`config.mk`:
```
export PLATFORM = sky130hd
export DESIGN_NAME = tmu_bilinear
export DESIGN_NICKNAME = d
export VERILOG_FILES = /design/src/hdl/tmu_pix_pkg.sv /design/src/hdl/tmu_bilinear.sv
export SDC_FILE = /design/constraint.sdc
export NUM_CORES = 2
export LEC_CHECK = 0
export BUFFER_PORTS_ARGS = -buffer_cell sky130_fd_sc_hd__clkbuf_2
export CAP_MARGIN = 0
export CORE_MARGIN = 1
export CORE_UTILIZATION = 52
export CTS_CLUSTER_DIAMETER = 60
export DETAILED_ROUTE_END_ITERATION = 6
export PLACE_DENSITY = 0.76
export SLEW_MARGIN = 20
export SYNTH_ARGS = -nofsm -noshare
export SYNTH_HDL_FRONTEND = slang
export SYNTH_SLANG_ARGS = --single-unit
```
`constraint.sdc`:
```
create_clock -name sys_clk -period 13.9 [get_ports sys_clk]
set_clock_uncertainty 0.1 [all_clocks]
set_input_delay 0 -clock sys_clk [delete_from_list [all_inputs] [get_ports sys_clk]]
set_output_delay 0 -clock sys_clk [all_outputs]
set_load 0.05 [all_outputs]
```
`src/hdl/tmu_pix_pkg.sv`:
```
////////////////////////////////////////////////////////////
// pixel formats for the blend stage
// texels are RGB565 without alpha
// fractions are 6-bit weights out of 64
////////////////////////////////////////////////////////////
`default_nettype none

package tmu_pix_pkg;

	// RGB565 channel widths with red in the top bits
	localparam int red_w = 5;
	localparam int grn_w = 6;
	localparam int blu_w = 5;

	typedef logic [red_w+grn_w+blu_w-1:0] texel_t;

	////////////////////////////////////////////////////////////
	// blend weights
	////////////////////////////////////////////////////////////
	localparam int frac_w      = 6;
	localparam int frac_one    = 1 << frac_w;      // weight of a full texel (64)
	localparam int blend_shift = 2 * frac_w;       // bits of two weights multiplied (12)

	typedef logic [frac_w-1:0] frac_t;             // weight out of 64
	typedef logic [frac_w:0]   weight_t;           // wide enough for 64 - frac

	// blend arithmetic sized for the widest channel (green)
	typedef logic [grn_w-1:0]          chan_t;
	typedef logic [grn_w+frac_w-1:0]   hsum_t;     // one horizontal weighted sum
	typedef logic [grn_w+2*frac_w-1:0] vsum_t;     // vertical sum before shift

endpackage

`default_nettype wire

```
`src/hdl/tmu_bilinear.sv`:
```
////////////////////////////////////////////////////////////
// per-channel bilinear blend of four RGB565 texels
// texels arrive one cycle after req_valid
// horizontal sums register at req+2 and pix_rgb/pix_valid at req+3
// results are truncated without rounding
// fully pipelined for a request every cycle without stall
////////////////////////////////////////////////////////////
`timescale 1ns/1ps
`default_nettype none

module tmu_bilinear (
	input  wire logic                sys_clk,
	input  wire logic                arst_n,

	input  wire logic                req_valid,
	input  wire tmu_pix_pkg::frac_t  frac_x,   // weight of b and d
	input  wire tmu_pix_pkg::frac_t  frac_y,   // weight of the bottom row

	input  wire tmu_pix_pkg::texel_t tex_a,    // top left
	input  wire tmu_pix_pkg::texel_t tex_b,    // top right
	input  wire tmu_pix_pkg::texel_t tex_c,    // bottom left
	input  wire tmu_pix_pkg::texel_t tex_d,    // bottom right

	output logic                     pix_valid,
	output tmu_pix_pkg::texel_t      pix_rgb
);

	import tmu_pix_pkg::*;

	////////////////////////////////////////////////////////////
	// helpers
	////////////////////////////////////////////////////////////
	// channel fields zero extended to the widest channel
	function automatic chan_t red_of(input texel_t t);
		red_of = chan_t'(t[red_w+grn_w+blu_w-1:grn_w+blu_w]);
	endfunction

	function automatic chan_t grn_of(input texel_t t);
		grn_of = chan_t'(t[grn_w+blu_w-1:blu_w]);
	endfunction

	function automatic chan_t blu_of(input texel_t t);
		blu_of = chan_t'(t[blu_w-1:0]);
	endfunction

	// p*(64-f) + q*f fits since the weights add up to 64
	function automatic hsum_t hmix(input chan_t p, input chan_t q, input frac_t f);
		weight_t wq;
		weight_t wp;
		wq   = weight_t'(f);
		wp   = weight_t'(frac_one) - wq;
		hmix = hsum_t'(p) * hsum_t'(wp) + hsum_t'(q) * hsum_t'(wq);
	endfunction

	// second weighting and the shift back to channel range
	function automatic chan_t vmix(input hsum_t t, input hsum_t b, input frac_t f);
		weight_t wb;
		weight_t wt;
		vsum_t   s;
		wb   = weight_t'(f);
		wt   = weight_t'(frac_one) - wb;
		s    = vsum_t'(t) * vsum_t'(wt) + vsum_t'(b) * vsum_t'(wb);
		vmix = chan_t'(s >> blend_shift);
	endfunction

	////////////////////////////////////////////////////////////
	// stage 0 lines up the request side with the RAM output
	////////////////////////////////////////////////////////////
	logic  valid_0;
	frac_t fx_0, fy_0;

	always_ff @(posedge sys_clk or negedge arst_n) begin
		if (!arst_n) begin
			valid_0 <= 1'b0;
		end else begin
			valid_0 <= req_valid;
		end
	end

	always_ff @(posedge sys_clk) begin
		fx_0 <= frac_x;
		fy_0 <= frac_y;
	end

	////////////////////////////////////////////////////////////
	// stage 1 blends the top and bottom rows horizontally
	////////////////////////////////////////////////////////////
	logic  valid_1;
	frac_t fy_1;
	hsum_t top_r, top_g, top_b;
	hsum_t bot_r, bot_g, bot_b;

	always_ff @(posedge sys_clk or negedge arst_n) begin
		if (!arst_n) begin
			valid_1 <= 1'b0;
		end else begin
			valid_1 <= valid_0;
		end
	end

	always_ff @(posedge sys_clk) begin
		fy_1  <= fy_0;
		top_r <= hmix(red_of(tex_a), red_of(tex_b), fx_0);
		top_g <= hmix(grn_of(tex_a), grn_of(tex_b), fx_0);
		top_b <= hmix(blu_of(tex_a), blu_of(tex_b), fx_0);
		bot_r <= hmix(red_of(tex_c), red_of(tex_d), fx_0);
		bot_g <= hmix(grn_of(tex_c), grn_of(tex_d), fx_0);
		bot_b <= hmix(blu_of(tex_c), blu_of(tex_d), fx_0);
	end

	////////////////////////////////////////////////////////////
	// stage 2 blends vertically into the output register
	////////////////////////////////////////////////////////////
	chan_t mix_r, mix_g, mix_b;

	always_comb begin
		mix_r = vmix(top_r, bot_r, fy_1);
		mix_g = vmix(top_g, bot_g, fy_1);
		mix_b = vmix(top_b, bot_b, fy_1);
	end

	always_ff @(posedge sys_clk or negedge arst_n) begin
		if (!arst_n) begin
			pix_valid <= 1'b0;
			pix_rgb   <= '0;
		end else begin
			pix_valid <= valid_1;
			if (valid_1) begin
				pix_rgb <= {mix_r[red_w-1:0], mix_g, mix_b[blu_w-1:0]}; // held between results
			end
		end
	end

endmodule

`default_nettype wire

```
* Word-level counts from Yosys, hierarchy flattened
Index checks and enable logic that the tools add are counted.
** Storage, ports and cells
- Register bits :: 109
- Output and inout bits :: 17
- Word-level logic and storage cells :: 42
** Operators by class
- Multipliers :: 18
- Add/subtract/negate cells :: 11
** Operator list (count)
- adder 12 x 11 -> 12 bit :: 4
- multiplier 5 x 7 -> 12 bit :: 4
- multiplier 5 x 6 -> 11 bit :: 4
- adder 17 bit :: 2
- multiplier 12 x 6 -> 17 bit :: 2
- multiplier 12 x 7 -> 17 bit :: 2
- adder 12 bit :: 2
- multiplier 6 x 6 -> 12 bit :: 2
- multiplier 6 x 7 -> 12 bit :: 2
- adder 18 bit :: 1
- multiplier 12 x 6 -> 18 bit :: 1
- multiplier 12 x 7 -> 18 bit :: 1
- subtractor 7 x 6 -> 7 bit, first input constant :: 2

* Logic depth before layout (Yosys ltp)
- Depth in word-level cells :: 3
- Gate-level depth with buffers :: 27
- Mapped depth without buffers :: 22

* Least setup slack after synthesis
No wires, ideal clock.
- Kind :: flip-flop to flip-flop
- Start point :: register fy_1[0]
- End point :: register pix_rgb[15]
- Data required time :: 13675 ps
- Stages on the path, launching flop included :: 25
- Data arrival time :: 6266 ps
- Slack :: 7409 ps
- Setup time :: 125 ps
- Period minus slack after synthesis :: 6491 ps
- Path through :: dfxtp_1 -> buf_2 -> clkbuf_1 -> clkbuf_1 -> inv_1 -> ha_1 -> nor3b_4 -> xnor2_1 -> clkbuf_1 -> nand2_1 -> fa_1 -> fa_1 -> inv_1 -> fa_1 -> fa_1 -> inv_1 -> fa_1 -> inv_1 -> ha_1 -> a211o_1 -> nor4_2 -> nor3_1 -> a311oi_2 -> xnor2_1 -> mux2_4
** Between the ends
- Word-level cells in the longest chain between the ends :: 3
** RTL lines
- start, declared :: line tmu_bilinear.sv:89 : frac_t fy_1;
- start signal, assigned :: line tmu_bilinear.sv:102 : fy_1 <= fy_0;
- subtractor 7 x 6 -> 7 bit :: line tmu_bilinear.sv:61 : wt = weight_t'(frac_one) - wb;
- multiplier 12 x 7 -> 17 bit :: line tmu_bilinear.sv:62 : s = vsum_t'(t) * vsum_t'(wt) + vsum_t'(b) * vsum_t'(wb);
- adder 17 bit (*) :: line tmu_bilinear.sv:62
- end signal, assigned :: line tmu_bilinear.sv:129 : pix_rgb <= {mix_r[red_w-1:0], mix_g, mix_b[blu_w-1:0]};
- end, declared :: line tmu_bilinear.sv:25 : output tmu_pix_pkg::texel_t pix_rgb
Every way passes the cells marked *; elsewhere a longest branch is shown, timed or not.
A chain may end at the register's enable or synchronous reset.

* Worst setup path after layout
Ends and elaborated chain as after synthesis.

==> results.sh <==
export IMPL_min_period_over_period_pct=53.1
export IMPL_critPathLaunchType="flip-flop"
export IMPL_grt_overflow=0
export IMPL_syn_inst=3271
export IMPL_place_congestion=0.841
export IMPL_synth_largest_area_cell="fa_1"
export IMPL_synth_warning_count=0
export IMPL_drt_pass1_iterations=5
export IMPL_cts_setup_buffers=0
export IMPL_synth_edf_count=0
export IMPL_fp_dieArea_sq_um=57700
export IMPL_fmax_ghz=0.135
export IMPL_core_area_sq_um=55600
export IMPL_drt_initial_drc_count=962
export IMPL_avgSynthCellArea_sq_um=9.02
export IMPL_grt_util_all_layers_pct=23.7
export IMPL_h_tree_depth=3
export IMPL_post_route_min_period_ps=7380
export IMPL_setup_viol=0
export IMPL_fin_nets=4370
export IMPL_synth_area_leaders="fa_1 42%, ha_1 14%, inv_1 11%"
export IMPL_cts_tree="done"
export IMPL_hp_class="in -> reg"
export IMPL_netlist_area_sq_um=29500
export IMPL_worstSetupPathType="reg -> reg"
export IMPL_relSlewSlack_pct=45.7
export IMPL_drt_total_wl_um=62900
export IMPL_synth_top_cell_area_share_pct=41.8
export IMPL_seq_area_frac_synth_pct=7.71
export IMPL_route_antenna_remaining_nets=0
export IMPL_maxSlewViolCount=0
export IMPL_dieHeight_um=240
export IMPL_antenna_found_initial=1
export IMPL_io_pins=96
export IMPL_clkSinkCount=109
export IMPL_crit_path_max_fanout=60
export IMPL_wl_per_cell_um=15.4
export IMPL_std_cell_rows=86
export IMPL_port_buffers=95
export IMPL_grt_setup_unrepaired="no"
export IMPL_synth_seq_cells=109
export IMPL_hold_viol=0
export IMPL_endpoint_kind="flip-flop"
export IMPL_drc=0
export IMPL_status="finished clean"
export IMPL_cts_root_buffer="clkbuf_16"
export IMPL_grt_max_degree=68
export IMPL_vias_per_cell=5.05
export IMPL_final_layout_size_suffix_gt1_share_pct=5.03
export IMPL_place_hpwl_um=50700
export IMPL_start_util_pct=53.1
export IMPL_synthTopCellsByCount="857 x inv_1, 617 x fa_1, 458 x nand2_1, 440 x and2_1, 342 x ha_1"
export IMPL_fin_tns_setup_ps=0
export IMPL_drv_cap=0
export IMPL_cts_repair_resized=0
export IMPL_syn_nets=4309
export IMPL_clk_pin_slew_ps=90
export IMPL_synth_cell_types=59
export IMPL_grt_pass1_wl_um=107000
export IMPL_synth_most_common_cell="inv_1"
export IMPL_ys_async_sr_fraction_pct=17.4
export IMPL_fp_dieW_um=240
export IMPL_cts_buffers_inserted=9
export IMPL_tightestPinTransition_ps=811
export IMPL_insertion_delay_ps=410
export IMPL_worstPathRequired_ps=14100
export IMPL_synthFlopType="dfxtp_1"
export IMPL_grt_pass1_vias=21736
export IMPL_synthToLayoutAreaGrowth_pct=6.29
export IMPL_cp_arrival_ps=7580
export IMPL_cts_buffer_depth=2
export IMPL_num_vias=20618
cell usage in the layout, fill, tap and decap left out, types with 4 or more instances in the layout:
master	synthesis	routed
inv_1	857	857
fa_1	617	617
nand2_1	458	458
and2_1	440	440
ha_1	342	342
clkbuf_2	0	95
dfxtp_1	90	88
xnor2_1	83	78
a21oi_1	46	46
xor2_1	27	25
buf_4	0	25
dlygate4sd3_1	0	24
a21o_1	22	22
nor2_1	22	22
dfrtp_1	19	19
o21ai_0	15	15
nor3_1	13	12
o21bai_1	12	12
nand4_1	12	12
nand3_1	12	12
mux2_2	9	9
clkbuf_16	0	9
and3_1	7	7
o21a_1	7	7
xnor2_2	1	6
or4_1	6	6
nor4_1	5	5
a31oi_1	5	5
nor2b_1	4	4
o211ai_1	4	4
logic make-up (layout without fill, tap and decap cells):
| family | count (synthesis) | count (layout) | synth area share, % |
|---|---|---|---|
| other | 0 | 1 | 0 |
| multiplexers | 13 | 13 | 0.496 |
| flip-flops | 109 | 109 | 7.71 |
| buffers and inverters | 951 | 1017 | 12.1 |
| AO/OA/AOI/OAI | 135 | 135 | 2.98 |
| XOR/XNOR | 111 | 111 | 3.32 |
| AND/OR/NAND/NOR | 993 | 993 | 17.0 |
| adder cells (fa/ha/maj) | 959 | 959 | 56.3 |
routing by layer:
metal	vias to the layer above	routed length (um)	share of wire (%)	GRT usage (%)
met2	516	30200	48	40.0
li1	9655	-	-	-
met3	91	3360	5.3	3.18
met5	-	0	0	0
met4	0	1530	2.4	6.68
met1	10356	27900	44	31.7
state kept, by name, indices dropped and copies added, names as in the netlist:
register	count
pix_valid	1
top_r	12
valid_0	1
fx_0	6
top_b	12
bot_r	12
bot_b	12
bot_g	12
top_g	12
fy_0	6
valid_1	1
fy_1	6
pix_rgb	16
per-stage QoR:
step | hold slack, ps | worst slack, ps | instance area [sq um] | util, % | std cells
floorplan | -396 | 7410 | 29500 | - | 3271
global placement | 3.48 | 6740 | 30800 | 55.4 | 4045
detailed placement | 3.90 | 6540 | 30800 | 55.4 | 4045
CTS | 27.1 | 6520 | 31400 | 56.4 | 4085
global route | 37.9 | 6070 | 31400 | 56.4 | 4086
finish | 28.4 | 6520 | 31400 | 56.4 | 4086
layout make-up:
class | count | area (sq um)
tap | 748 | 936
clock inverter | 7 | 85.1
clock buffer | 9 | 225
timing repair buffer | 144 | 903
multi-input combinational | 2211 | 23700
fill | 4956 | 24300
inverter | 857 | 3220
antenna | 1 | 2.50
sequential | 109 | 2280
critical path, stage by stage (launching register included):
cell and delay (ps):
dfxtp_2 460, buf_4 590, inv_1 110, ha_1 270, nor3b_4 190, xnor2_2 660, buf_4 400, nand2_1 120
fa_1 510, fa_1 520, inv_1 60, fa_1 490, fa_1 490, inv_1 50, fa_1 470, inv_1 40
ha_1 280, a211o_1 300, nor4_2 310, nor3_1 160, a311oi_2 300, xnor2_1 90, mux2_4 260
path summary, 6_finish.rpt:
kind,startpoint,slack [ps],to,depth (start not counted)
max in group asynchronous,arst_n,13130,pix_valid$_DFF_PN0_,2
worst max-delay path,fy_1[0]$_DFF_P_,6520,pix_rgb[15]$_DFFE_PN0P_,22
worst min-delay path,tex_c[0],30,bot_b[0]$_DFF_P_,3
min in group asynchronous,arst_n,80,pix_rgb[13]$_DFFE_PN0P_,2
worst min register to register,fy_0[5]$_DFF_P_,230,fy_1[5]$_DFF_P_,0
worst max register to register,fy_1[0]$_DFF_P_,6520,pix_rgb[15]$_DFFE_PN0P_,22
timing repair:
action                                 in CTS  in global routing
endpoints found under the hold margin      37                  0
hold buffers                               24                  0
setup endpoints to repair                   0                  0
Power is not shown: default switching activity piles up to over one toggle a cycle in this logic, so the estimate is an artifact.
