<file path="src/hdl/tmu_mem_pkg.sv">
////////////////////////////////////////////////////////////
// texel store geometry in byte addresses, line index and beats
// store is 2 KiB, lines are 32 bytes, beats are 64 bits
// beat 0 of a line sits in the top 64 bits of line_t
////////////////////////////////////////////////////////////
`default_nettype none

package tmu_mem_pkg;

	////////////////////////////////////////////////////////////
	// store size
	////////////////////////////////////////////////////////////
	localparam int tex_depth = 11;                  // log2 of capacity in bytes
	typedef logic [tex_depth-1:0] tex_addr_t;       // 16-bit aligned byte address

	////////////////////////////////////////////////////////////
	// memory beats and lines
	////////////////////////////////////////////////////////////
	localparam int beat_w         = 64;             // bits per memory beat
	localparam int beats_per_line = 4;              // beats making up one line
	localparam int line_w         = beat_w * beats_per_line;

	typedef logic [beat_w-1:0]                 beat_t;
	typedef logic [line_w-1:0]                 line_t;
	typedef logic [$clog2(beats_per_line)-1:0] beat_idx_t; // beat slot in a line

	// 32-byte lines, so the low 5 address bits are inside the line
	localparam int line_idx_w = tex_depth - 5;
	typedef logic [line_idx_w-1:0] line_idx_t;

	// each dual-port RAM holds 64-bit words
	localparam int ram_depth = tex_depth - 3;       // log2 of words per RAM

endpackage

`default_nettype wire

</file>
<file path="src/hdl/tmu_line_fill.sv">
////////////////////////////////////////////////////////////
// collects four 64-bit beats into one 256-bit line
// fill_start is taken only when idle, beats only while busy
// line_we pulses one cycle after the fourth beat
////////////////////////////////////////////////////////////
`timescale 1ns/1ps
`default_nettype none

module tmu_line_fill (
	input  wire logic                   sys_clk,
	input  wire logic                   arst_n,

	input  wire logic                   fill_start, // begin a fill
	input  wire tmu_mem_pkg::line_idx_t fill_line,  // target line sampled with start
	input  wire logic                   fill_beat,  // one beat strobe
	input  wire tmu_mem_pkg::beat_t     fill_data,
	output logic                        fill_busy,

	output logic                        line_we,    // single-cycle line write
	output tmu_mem_pkg::line_idx_t      line_idx,
	output tmu_mem_pkg::line_t          line_data
);

	import tmu_mem_pkg::*;

	typedef enum logic [1:0] {
		st_idle,
		st_collect,
		st_write
	} fill_state_t;

	fill_state_t state;
	beat_idx_t   beat_cnt;   // beats received so far
	beat_idx_t   slot;       // line quarter for the current beat
	line_t       line_q;     // line under assembly
	line_idx_t   idx_q;

	assign slot = beat_idx_t'(beats_per_line - 1) - beat_cnt;  // first beat on top

	////////////////////////////////////////////////////////////
	// control
	////////////////////////////////////////////////////////////
	always_ff @(posedge sys_clk or negedge arst_n) begin
		if (!arst_n) begin
			state    <= st_idle;
			beat_cnt <= '0;
		end else begin
			case (state)
				st_idle: begin
					if (fill_start) begin
						state    <= st_collect;
						beat_cnt <= '0;
					end
				end
				st_collect: begin
					if (fill_beat) begin
						beat_cnt <= beat_cnt + 1'b1;
						if (beat_cnt == beat_idx_t'(beats_per_line - 1)) begin
							state <= st_write;   // last beat in
						end
					end
				end
				st_write: state <= st_idle;  // one write cycle only
				default:  state <= st_idle;
			endcase
		end
	end

	// line buffer and index
	always_ff @(posedge sys_clk) begin
		if (state == st_idle && fill_start) begin
			idx_q <= fill_line;
		end
		if (state == st_collect && fill_beat) begin
			line_q[slot*beat_w +: beat_w] <= fill_data;
		end
	end

	assign fill_busy = (state != st_idle);
	assign line_we   = (state == st_write);
	assign line_idx  = idx_q;
	assign line_data = line_q;

endmodule

`default_nettype wire

</file>
<file path="config.mk">
export PLATFORM = sky130hd
export DESIGN_NAME = tmu_line_fill
export DESIGN_NICKNAME = d
export VERILOG_FILES = /design/src/hdl/tmu_mem_pkg.sv /design/src/hdl/tmu_line_fill.sv
export SDC_FILE = /design/constraint.sdc
export NUM_CORES = 1
export LEC_CHECK = 0
export BUFFER_PORTS_ARGS = -buffer_cell sky130_fd_sc_hd__buf_2
export CORE_ASPECT_RATIO = 1.75
export CORE_UTILIZATION = 50
export DETAILED_ROUTE_END_ITERATION = 8
export GPL_TIMING_DRIVEN = 0
export PLACE_DENSITY = 0.84
export SYNTH_ARGS = -nofsm -noshare
export SYNTH_HDL_FRONTEND = slang
export SYNTH_SLANG_ARGS = --single-unit
</file>
<file path="constraint.sdc">
create_clock -name sys_clk -period 3.6 [get_ports sys_clk]
set_input_delay 0.18 -clock sys_clk [delete_from_list [all_inputs] [get_ports sys_clk]]
set_output_delay 0.18 -clock sys_clk [all_outputs]
set_load 0.05 [all_outputs]
</file>
======== Word level (Yosys, flattened, before mapping) ========
Index checks and enable logic that the tools add are counted.
storage, ports and cells
  flip-flop bits (word level) ............. 266
  latch bits .............................. 0
  RAM bits ................................ 0
  ROM bits ................................ 0
  input port bits ......................... 74
  output and inout port bits .............. 264
  logic and storage cells ................. 30
  memories ................................ 0
operators by class
  $add $sub $neg .......................... 3
  multipliers ............................. 0
  divide/modulo/power cells ............... 0
  order comparisons ....................... 0
  equal/unequal tests ..................... 6
  shift operators ......................... 2
  multiplexer cells ....................... 8
  bitwise gates (word level) .............. 0
  reduce and logical (&&, ||, !) cells .... 7
operators by type and width
  cell                         count
  $bwmux W256                  1
  $shift A64 B34 Y256 const A  1
  $shiftx A64 B34 Y256         1
  $neg A8 Y34                  1
  $mux W2                      5
  $pmux W2 S2                  2
  $ne A2 B2 Y1 const B         3
  $reduce_and A3 Y1            2
  $eq A2 B2 Y1 const B         2
  $reduce_bool A2 Y1           2
  $add A2 B1 Y2 const B        1
  $eq A2 B1 Y1 const B         1
  $logic_and A1 B1 Y1          2
  $logic_not A2 Y1             1
  $sub A2 B2 Y2 const A        1

======== Longest topological paths before layout ========
Gate-level depths: netlist (run 1).
  word-level depth ........................ 4
  depth in mapped cells ................... 7
  gate-level depth less buffers ........... 4

======== Worst setup path before layout (run 1) ========
OpenSTA, ideal clock, no wires.
  path type ............................... register to register
  start ................................... reg beat_cnt[0] (netlist name)
  end ..................................... reg line_q[100] (netlist: line_data[100]) (enable)
  library setup time ...................... 0.429 ns
  arrival ................................. 2.282 ns
  required time ........................... 3.171 ns
  slack ................................... 0.889 ns
  stages on the path, launching flop included .. 5
  path buffers ............................ 1
  period minus slack after synthesis ...... 2.711 ns
  cells stage by stage .................... dfrtp_1 > clkbuf_8 > inv_1 > ha_1 > and2_1
RTL lines
  item                           RTL line             text
  end signal, assigned by index  tmu_line_fill.sv:75  line_q[slot*beat_w +: beat_w] <= fill_data;
  end, declared                  tmu_line_fill.sv:35  line_t line_q;

======== Final worst setup path (run 1) ========
  start ................................... reg beat_cnt[0]
  end ..................................... reg line_q[61] (netlist: line_data[61]), data pin
on the way
  longest elaborated chain between the ends .. 4
  elaborated cells on any way between the ends .. 5
  those cells by class .................... 2 x add/sub; 2 x shift; 1 x mux
ends and longest elaborated chain
  item                                                                RTL line             text
  start, declared                                                     tmu_line_fill.sv:33  beat_idx_t beat_cnt;
  start signal, assigned                                              tmu_line_fill.sv:57  beat_cnt <= beat_cnt + 1'b1;
  $sub A2 B2 Y2 (*)                                                   tmu_line_fill.sv:38  assign slot = beat_idx_t'(beats_per_line - 1) - beat_cnt;
  $neg A8 Y34 (*)                                                     tmu_line_fill.sv:75
  $shiftx A64 B34 Y256 / $shift A64 B34 Y256 (equally long branches)  tmu_line_fill.sv:75
  $bwmux W256 (*)                                                     tmu_line_fill.sv:75
Every way passes the cells marked *; elsewhere a longest branch is shown, timed or not.
A chain may end at the register's enable or synchronous reset.

==> results.cfg, run 1 <==
[route]
first_iter_violations = 355
ant_nets = 0
first_pass_iters = 5
wl_per_cell_um = 22.66
vias = 6573
drt-total-wl_um = 29000
vias_per_cell = 5.135
drc = 0

[die]
rows = 68
pin_count = 338
coreArea_um2 = 19740
fp.dieW_um = 109.3
die-area_um2 = 20760
die_h_um = 189.9
floorplan.initialDensity_pct = 51.08

[timing]
slew_violations = 0
fmax_mhz = 420.6
setup_violations = 0
finalHoldViolCount = 0
fin_crit_ns = 2.378
worstMarginPinSlew_ns = 0.5776
fin_skew_ns = 0.01028
relSlewSlack_pct = 61.49
fin_ws_ns = 1.222
rsz0062_at_grt = false
whs_ns = 0.02212
finalCritPeriodShare_pct = 66.05

[critical_path]
rrSetupSlack_ns = 1.22
cp.depth = 7
crit_chain = clkbuf_8 > inv_1 > ha_1 > and4b_1 > buf_6 > clkbuf_2 > and2_2
crit_slowest_cell = ha_1
reg2reg_depth = 7
worstReg2RegEnd = line_data[61]
cp.arrival_ns = 2.64
worst-path-max-fanout = 10
worst-path-buf-inv = 4
critPathRequiredTime_ns = 3.86
end_kind = register
crit_start = beat_cnt[0]
crit_path_end = line_data[61]
cp-start-kind = register
r2r_start = beat_cnt[0]
slowest_delay_ns = 0.43
crit_family = buffers and inverters
worstSetupPathType = reg -> reg

[clock_network]
cts_buffers = 24
ctsResizeCount = 0
root_buffer = clkbuf_16
numClockSinks = 266
tritoncts = built
path_clk_slew_ns = 0.07
htreeDepth = 1
clk-insertion-delay-late_ns = 0.51
cts.path.max_buffers = 3

[global_routing]
grt_pass1_wl_um = 41190
overflow = 0
grt_max_degree = 47
antenna_found_initial = 2
grt_pass1_vias = 6661
grt.total_usage_pct = 28.20

[pwr]
pwr-share-clk_pct = 21.1
powerDensity_nw_per_um2 = 852.5
irDropWorstVdd_v = 0.0006485
p_sw_share_pct = 41.17
p_seq_share_pct = 38.9
p_int_mw = 6.831
pwr-share-comb_pct = 40.0
leakage_nw = 5.629
netSwitchingPower_mw = 4.780

[synth]
ys.warnings.count = 0
seq_area_frac_synth_pct = 79.03
ys_types = 24
netlist.area_leader.share_pct = 78.03
synth_cells = 580
synth_area_leaders = edfxtp_1, and2_1, and2_2
ys_ff_latch = 266
synth_fp_nets = 659
syn_area_um2 = 10080
avgSynthCellArea_um2 = 17.38
synth_top_cell_by_area = edfxtp_1

[run]
drv_cap = 0

[finish]
drive_above_1_share_pct = 42.55
syn_to_final_growth_pct = 35.08
num-nets-final = 1096
stdcell_area_um2 = 13620
fillers = 1295

[placed_design]
place.port_buffers = 337
place_hpwl_um = 19120
place_congestion = 0.8292
place_ws_ns = 1.251
placement.cell_area_um2 = 12180

[min_path]
hp-class = in -> reg

[outcome]
status = complete, no violations
## worst reg2reg max path, stage by stage, from the launching register on
cell and delay (ns):
dfrtp_1 0.41, clkbuf_8 0.20, inv_1 0.07, ha_1 0.43, and4b_1 0.24, buf_6 0.15
clkbuf_2 0.31, and2_2 0.31
## timing repair
item	CTS	global route
hold buffers	70	0
endpoints found under the hold margin	220	0
buffers inserted	0	0
## cells in the final DEF, fill, tap and decap left out
cell           Yosys  layout
a211o_1            2       2
a31oi_1            1       1
and2_1           227     224
and2_2            34      33
and2_4             0       4
and3b_1            3       3
and4b_1            2       2
and4bb_1           1       1
buf_12             0       2
buf_16             0       2
buf_2              0     337
buf_6              8       8
bufinv_16          0       1
clkbuf_1           2       7
clkbuf_16          0      25
clkbuf_2          16      16
clkbuf_8           1       1
clkinv_1           0       4
clkinv_2           0       6
clkinv_4           0       1
dfrtp_1            4       4
diode_2            0       1
dlygate4sd3_1      0      70
edfxtp_1         262     262
ha_1               5       5
inv_1              3       3
inv_6              0       1
nor2_1             1       1
nor2b_1            1       1
nor3_1             1       1
nor3b_1            1       1
nor4_4             1       1
nor4b_4            1       1
nor4bb_1           1       1
o21bai_1           1       1
or2_2              1       1
## synthesized netlist by cell type
cell	n
a31oi_1	1
and3b_1	3
nor4bb_1	1
clkbuf_8	1
nor3_1	1
and4b_1	2
edfxtp_1	262
and2_1	227
o21bai_1	1
ha_1	5
buf_6	8
clkbuf_2	16
clkbuf_1	2
nor4_4	1
and4bb_1	1
dfrtp_1	4
inv_1	3
nor2_1	1
nor3b_1	1
nor4b_4	1
or2_2	1
a211o_1	2
and2_2	34
nor2b_1	1
## worst min path at each step
| stage | from | endpoint | depth (start not counted) |
|---|---|---|---|
| after CTS | fill_data[44] | line_data[236] | 2 |
| after global routing | fill_data[44] | line_data[108] | 2 |
| after detailed placement | arst_n | state[0] | 1 |
| after floorplan | arst_n | beat_cnt[0] | 0 |
| final | fill_data[44] | line_data[108] | 2 |
| after global placement | arst_n | state[0] | 1 |
## area by class of cell
cell class              instances  area (µm²)  area share [%]
multi-input cells             284        1921           14.10
well taps                     245       306.5           2.251
repair buffers                411        2482           18.23
clock inverters                13       92.59          0.6798
diodes                          1       2.502         0.01837
clock buffers                  30       644.4           4.731
inverters                       3       11.26         0.08268
flip-flops and latches        266        7968           58.50
plain buffers                  27       191.4           1.406
## per-layer routing
layer | routed length (µm) | up-vias | track usage [%] | part of all wire, %
li1 | - | 2913 | - | -
met1 | 9939 | 3188 | 32.91 | 34
met2 | 15430 | 380 | 49.56 | 53
met3 | 2152 | 92 | 4.625 | 7.4
met4 | 1478 | 0 | 13.74 | 5.1
met5 | 0 | - | 0 | 0
## metrics by stage
stage / setup TNS, ns / std cells / utilization [%] / power, mW
2_1_floorplan: 0 / 580 / - / 7.734
3_3_place_gp: -34.64 / 1162 / 61.18 / 9.018
3_5_place_dp: 0 / 1166 / 61.70 / 9.164
4_1_cts: 0 / 1279 / 68.98 / 11.65
5_1_grt: 0 / 1280 / 69.00 / 12.01
6_report: 0 / 1280 / 69.00 / 11.61
## cells by family (layout without fill, tap and decap cells)
group,Yosys count,in the layout,synth area share [%]
adder cells (fa/ha/maj),5,5,0.6205
AND/OR/NAND/NOR,275,275,18.03
other,0,1,0
AO/OA/AOI/OAI,4,4,0.3103
buffers and inverters,30,484,2.010
flip-flops,266,266,79.03
## power by group through the flow
stage          combinational, mW  clock [mW]  sequential (mW)
5_1_grt                     4.86        2.59             4.56
6_report                    4.64        2.45             4.52
2_1_floorplan               1.30           0             6.43
3_5_place_dp                4.59           0             4.57
4_1_cts                     4.67        2.47             4.51
3_3_place_gp                4.41           0             4.61
## registers in the layout, summed over array words and instances, names as in the netlist
register / cells
line_idx: 6
line_data: 256
state: 2
beat_cnt: 2
Power figures use the tool's default switching activity.
==> run 2, diff against run 1 <==
--- a/config.mk
+++ b/config.mk
@@ -7,10 +7,10 @@
 export LEC_CHECK = 0
 export BUFFER_PORTS_ARGS = -buffer_cell sky130_fd_sc_hd__buf_2
 export CORE_ASPECT_RATIO = 1.75
-export CORE_UTILIZATION = 50
+export CORE_UTILIZATION = 45
 export DETAILED_ROUTE_END_ITERATION = 8
 export GPL_TIMING_DRIVEN = 0
-export PLACE_DENSITY = 0.84
+export PLACE_DENSITY = 0.8
 export SYNTH_ARGS = -nofsm -noshare
 export SYNTH_HDL_FRONTEND = slang
 export SYNTH_SLANG_ARGS = --single-unit
==> constraint.sdc (replaced) <==
create_clock -name sys_clk -period 2.1 [get_ports sys_clk]
set_input_delay 0.105 -clock sys_clk [delete_from_list [all_inputs] [get_ports sys_clk]]
set_output_delay 0.105 -clock sys_clk [all_outputs]
set_load 0.05 [all_outputs]
==> results.cfg, run 2 (synthesis gave the netlist of run 1 again) <==
[pwr]
irDropWorstVdd_v = 0.001078
power_mw = 19.91
powerDensity_nw_per_um2 = 1446
leakage_nw = 5.661

[finish]
fillers = 1577
mostFrequentLayoutCells = buf_2, edfxtp_1, and2_1
num-nets-final = 1103
utilization_pct = 62.37
syn_to_final_growth_pct = 36.54
layout_commonest_cell = buf_2
drive_above_1_share_pct = 42.83
largest_reg_flops = 256
finalNonFillerCells = 1336

[critical_path]
cp.arrival_ns = 2.28
rrSetupSlack_ns = 0.07
critPathRequiredTime_ns = 2.35
worstSetupPathType = reg -> reg
cp-start-kind = register
worst-path-max-fanout = 11
end_kind = register

[timing]
fin_ws_ns = 0.07486
finalCritPeriodShare_pct = 96.44
fmax_mhz = 493.8
fin_crit_ns = 2.025
fin_skew_ns = 0.01364
finalSetupTns_ns = 0
slew_violations = 0
setup_violations = 0
relSlewSlack_pct = 65.85
worstMarginPinSlew_ns = 0.5103
finalHoldViolCount = 0

[clock_network]
root_buffer = clkbuf_16
clk-insertion-delay-late_ns = 0.51
htreeDepth = 1
tritoncts = built
cts_buffers = 23
path_clk_slew_ns = 0.07
cts.path.max_buffers = 3
numClockSinks = 266

[global_routing]
antenna_found_initial = 2
grt.total_usage_pct = 24.64
overflow = 0
grt_pass1_wl_um = 39950
grt_max_degree = 58
grt_pass1_vias = 6502

[route]
drc = 0
vias_per_cell = 4.832
ant_nets = 0
drt-total-wl_um = 28930
first_iter_violations = 501
first_pass_iters = 5
vias = 6455
wl_per_cell_um = 21.65

[min_path]
hp-class = in -> reg

[outcome]
status = complete, no violations

[die]
rows = 72
coreArea_um2 = 22070
die-area_um2 = 23030
pin_count = 338
fp.dieW_um = 115.2
floorplan.initialDensity_pct = 45.68
die_h_um = 200.0

[placed_design]
place_congestion = 0.7744
place_ws_ns = -0.1945
place_hpwl_um = 18890
place.port_buffers = 337
numPlacedInstances = 1217

[run]
drv_cap = 0
run 2: power breakdown:
| part | leakage, nW | switching, mW | internal (mW) |
|---|---|---|---|
| Clock | 0.344 | 1.86 | 2.13 |
| Sequential | 2.52 | 0.261 | 7.45 |
| Combinational | 2.80 | 6.07 | 2.14 |
| Total | 5.66 | 8.19 | 11.7 |
run 2: area by class of cell:
type / count / area [µm²] / share of cell area, %
plain buffers: 27 / 222.7 / 1.618
repair buffers: 419 / 2567 / 18.65
clock buffers: 24 / 579.3 / 4.208
flip-flops and latches: 266 / 7968 / 57.88
diodes: 1 / 2.502 / 0.01818
multi-input cells: 284 / 1933 / 14.04
inverters: 3 / 11.26 / 0.08180
clock inverters: 16 / 111.4 / 0.8089
well taps: 296 / 370.4 / 2.690
run 2: worst paths after layout:
kind | start | endpoint | cells after the start
min in group asynchronous | arst_n | beat_cnt[0] | 3
max | beat_cnt[0] | line_data[12] | 7
min | fill_start | line_idx[4] | 3
max in group asynchronous | arst_n | state[1] | 3
max reg2reg | beat_cnt[0] | line_data[12] | 7
min reg2reg | beat_cnt[1] | beat_cnt[1] | 1
run 2: routing by layer:
layer	wire length [µm]	part of all wire [%]	global-route usage (%)	vias to the layer above
met5	13	0.045	0	-
met4	1275	4.4	12.41	2
met3	1764	6.1	4.348	78
met2	15670	54	45.14	344
met1	10200	35	27.09	3110
li1	-	-	-	2921
run 2: repair_timing:
| item | CTS | global route |
|---|---|---|
| gates resized for setup | 11 | 6 |
| hold buffers | 74 | 0 |
| endpoints found under the setup margin | 180 | 137 |
| cloned | 0 | 0 |
| pin swaps | 0 | 1 |
| setup buffers | 3 | 1 |
| endpoints found under the hold margin | 265 | 0 |
run 2: metrics by stage:
| step | cell area (µm²) | hold slack [ns] |
|---|---|---|
| detailed placement | 12260 | -0.08272 |
| CTS | 13740 | 0.04783 |
| finish | 13770 | 0.09314 |
| global placement | 12140 | -0.08747 |
| global route | 13760 | 0.07614 |
| floorplan | 10090 | -0.1906 |
run 2: critical path, stage by stage (launching register included):
cell and delay (ns):
dfrtp_1 0.36, clkbuf_8 0.18, inv_1 0.09, ha_4 0.31, and4b_1 0.21, buf_6 0.15
clkbuf_4 0.23, and2_2 0.24
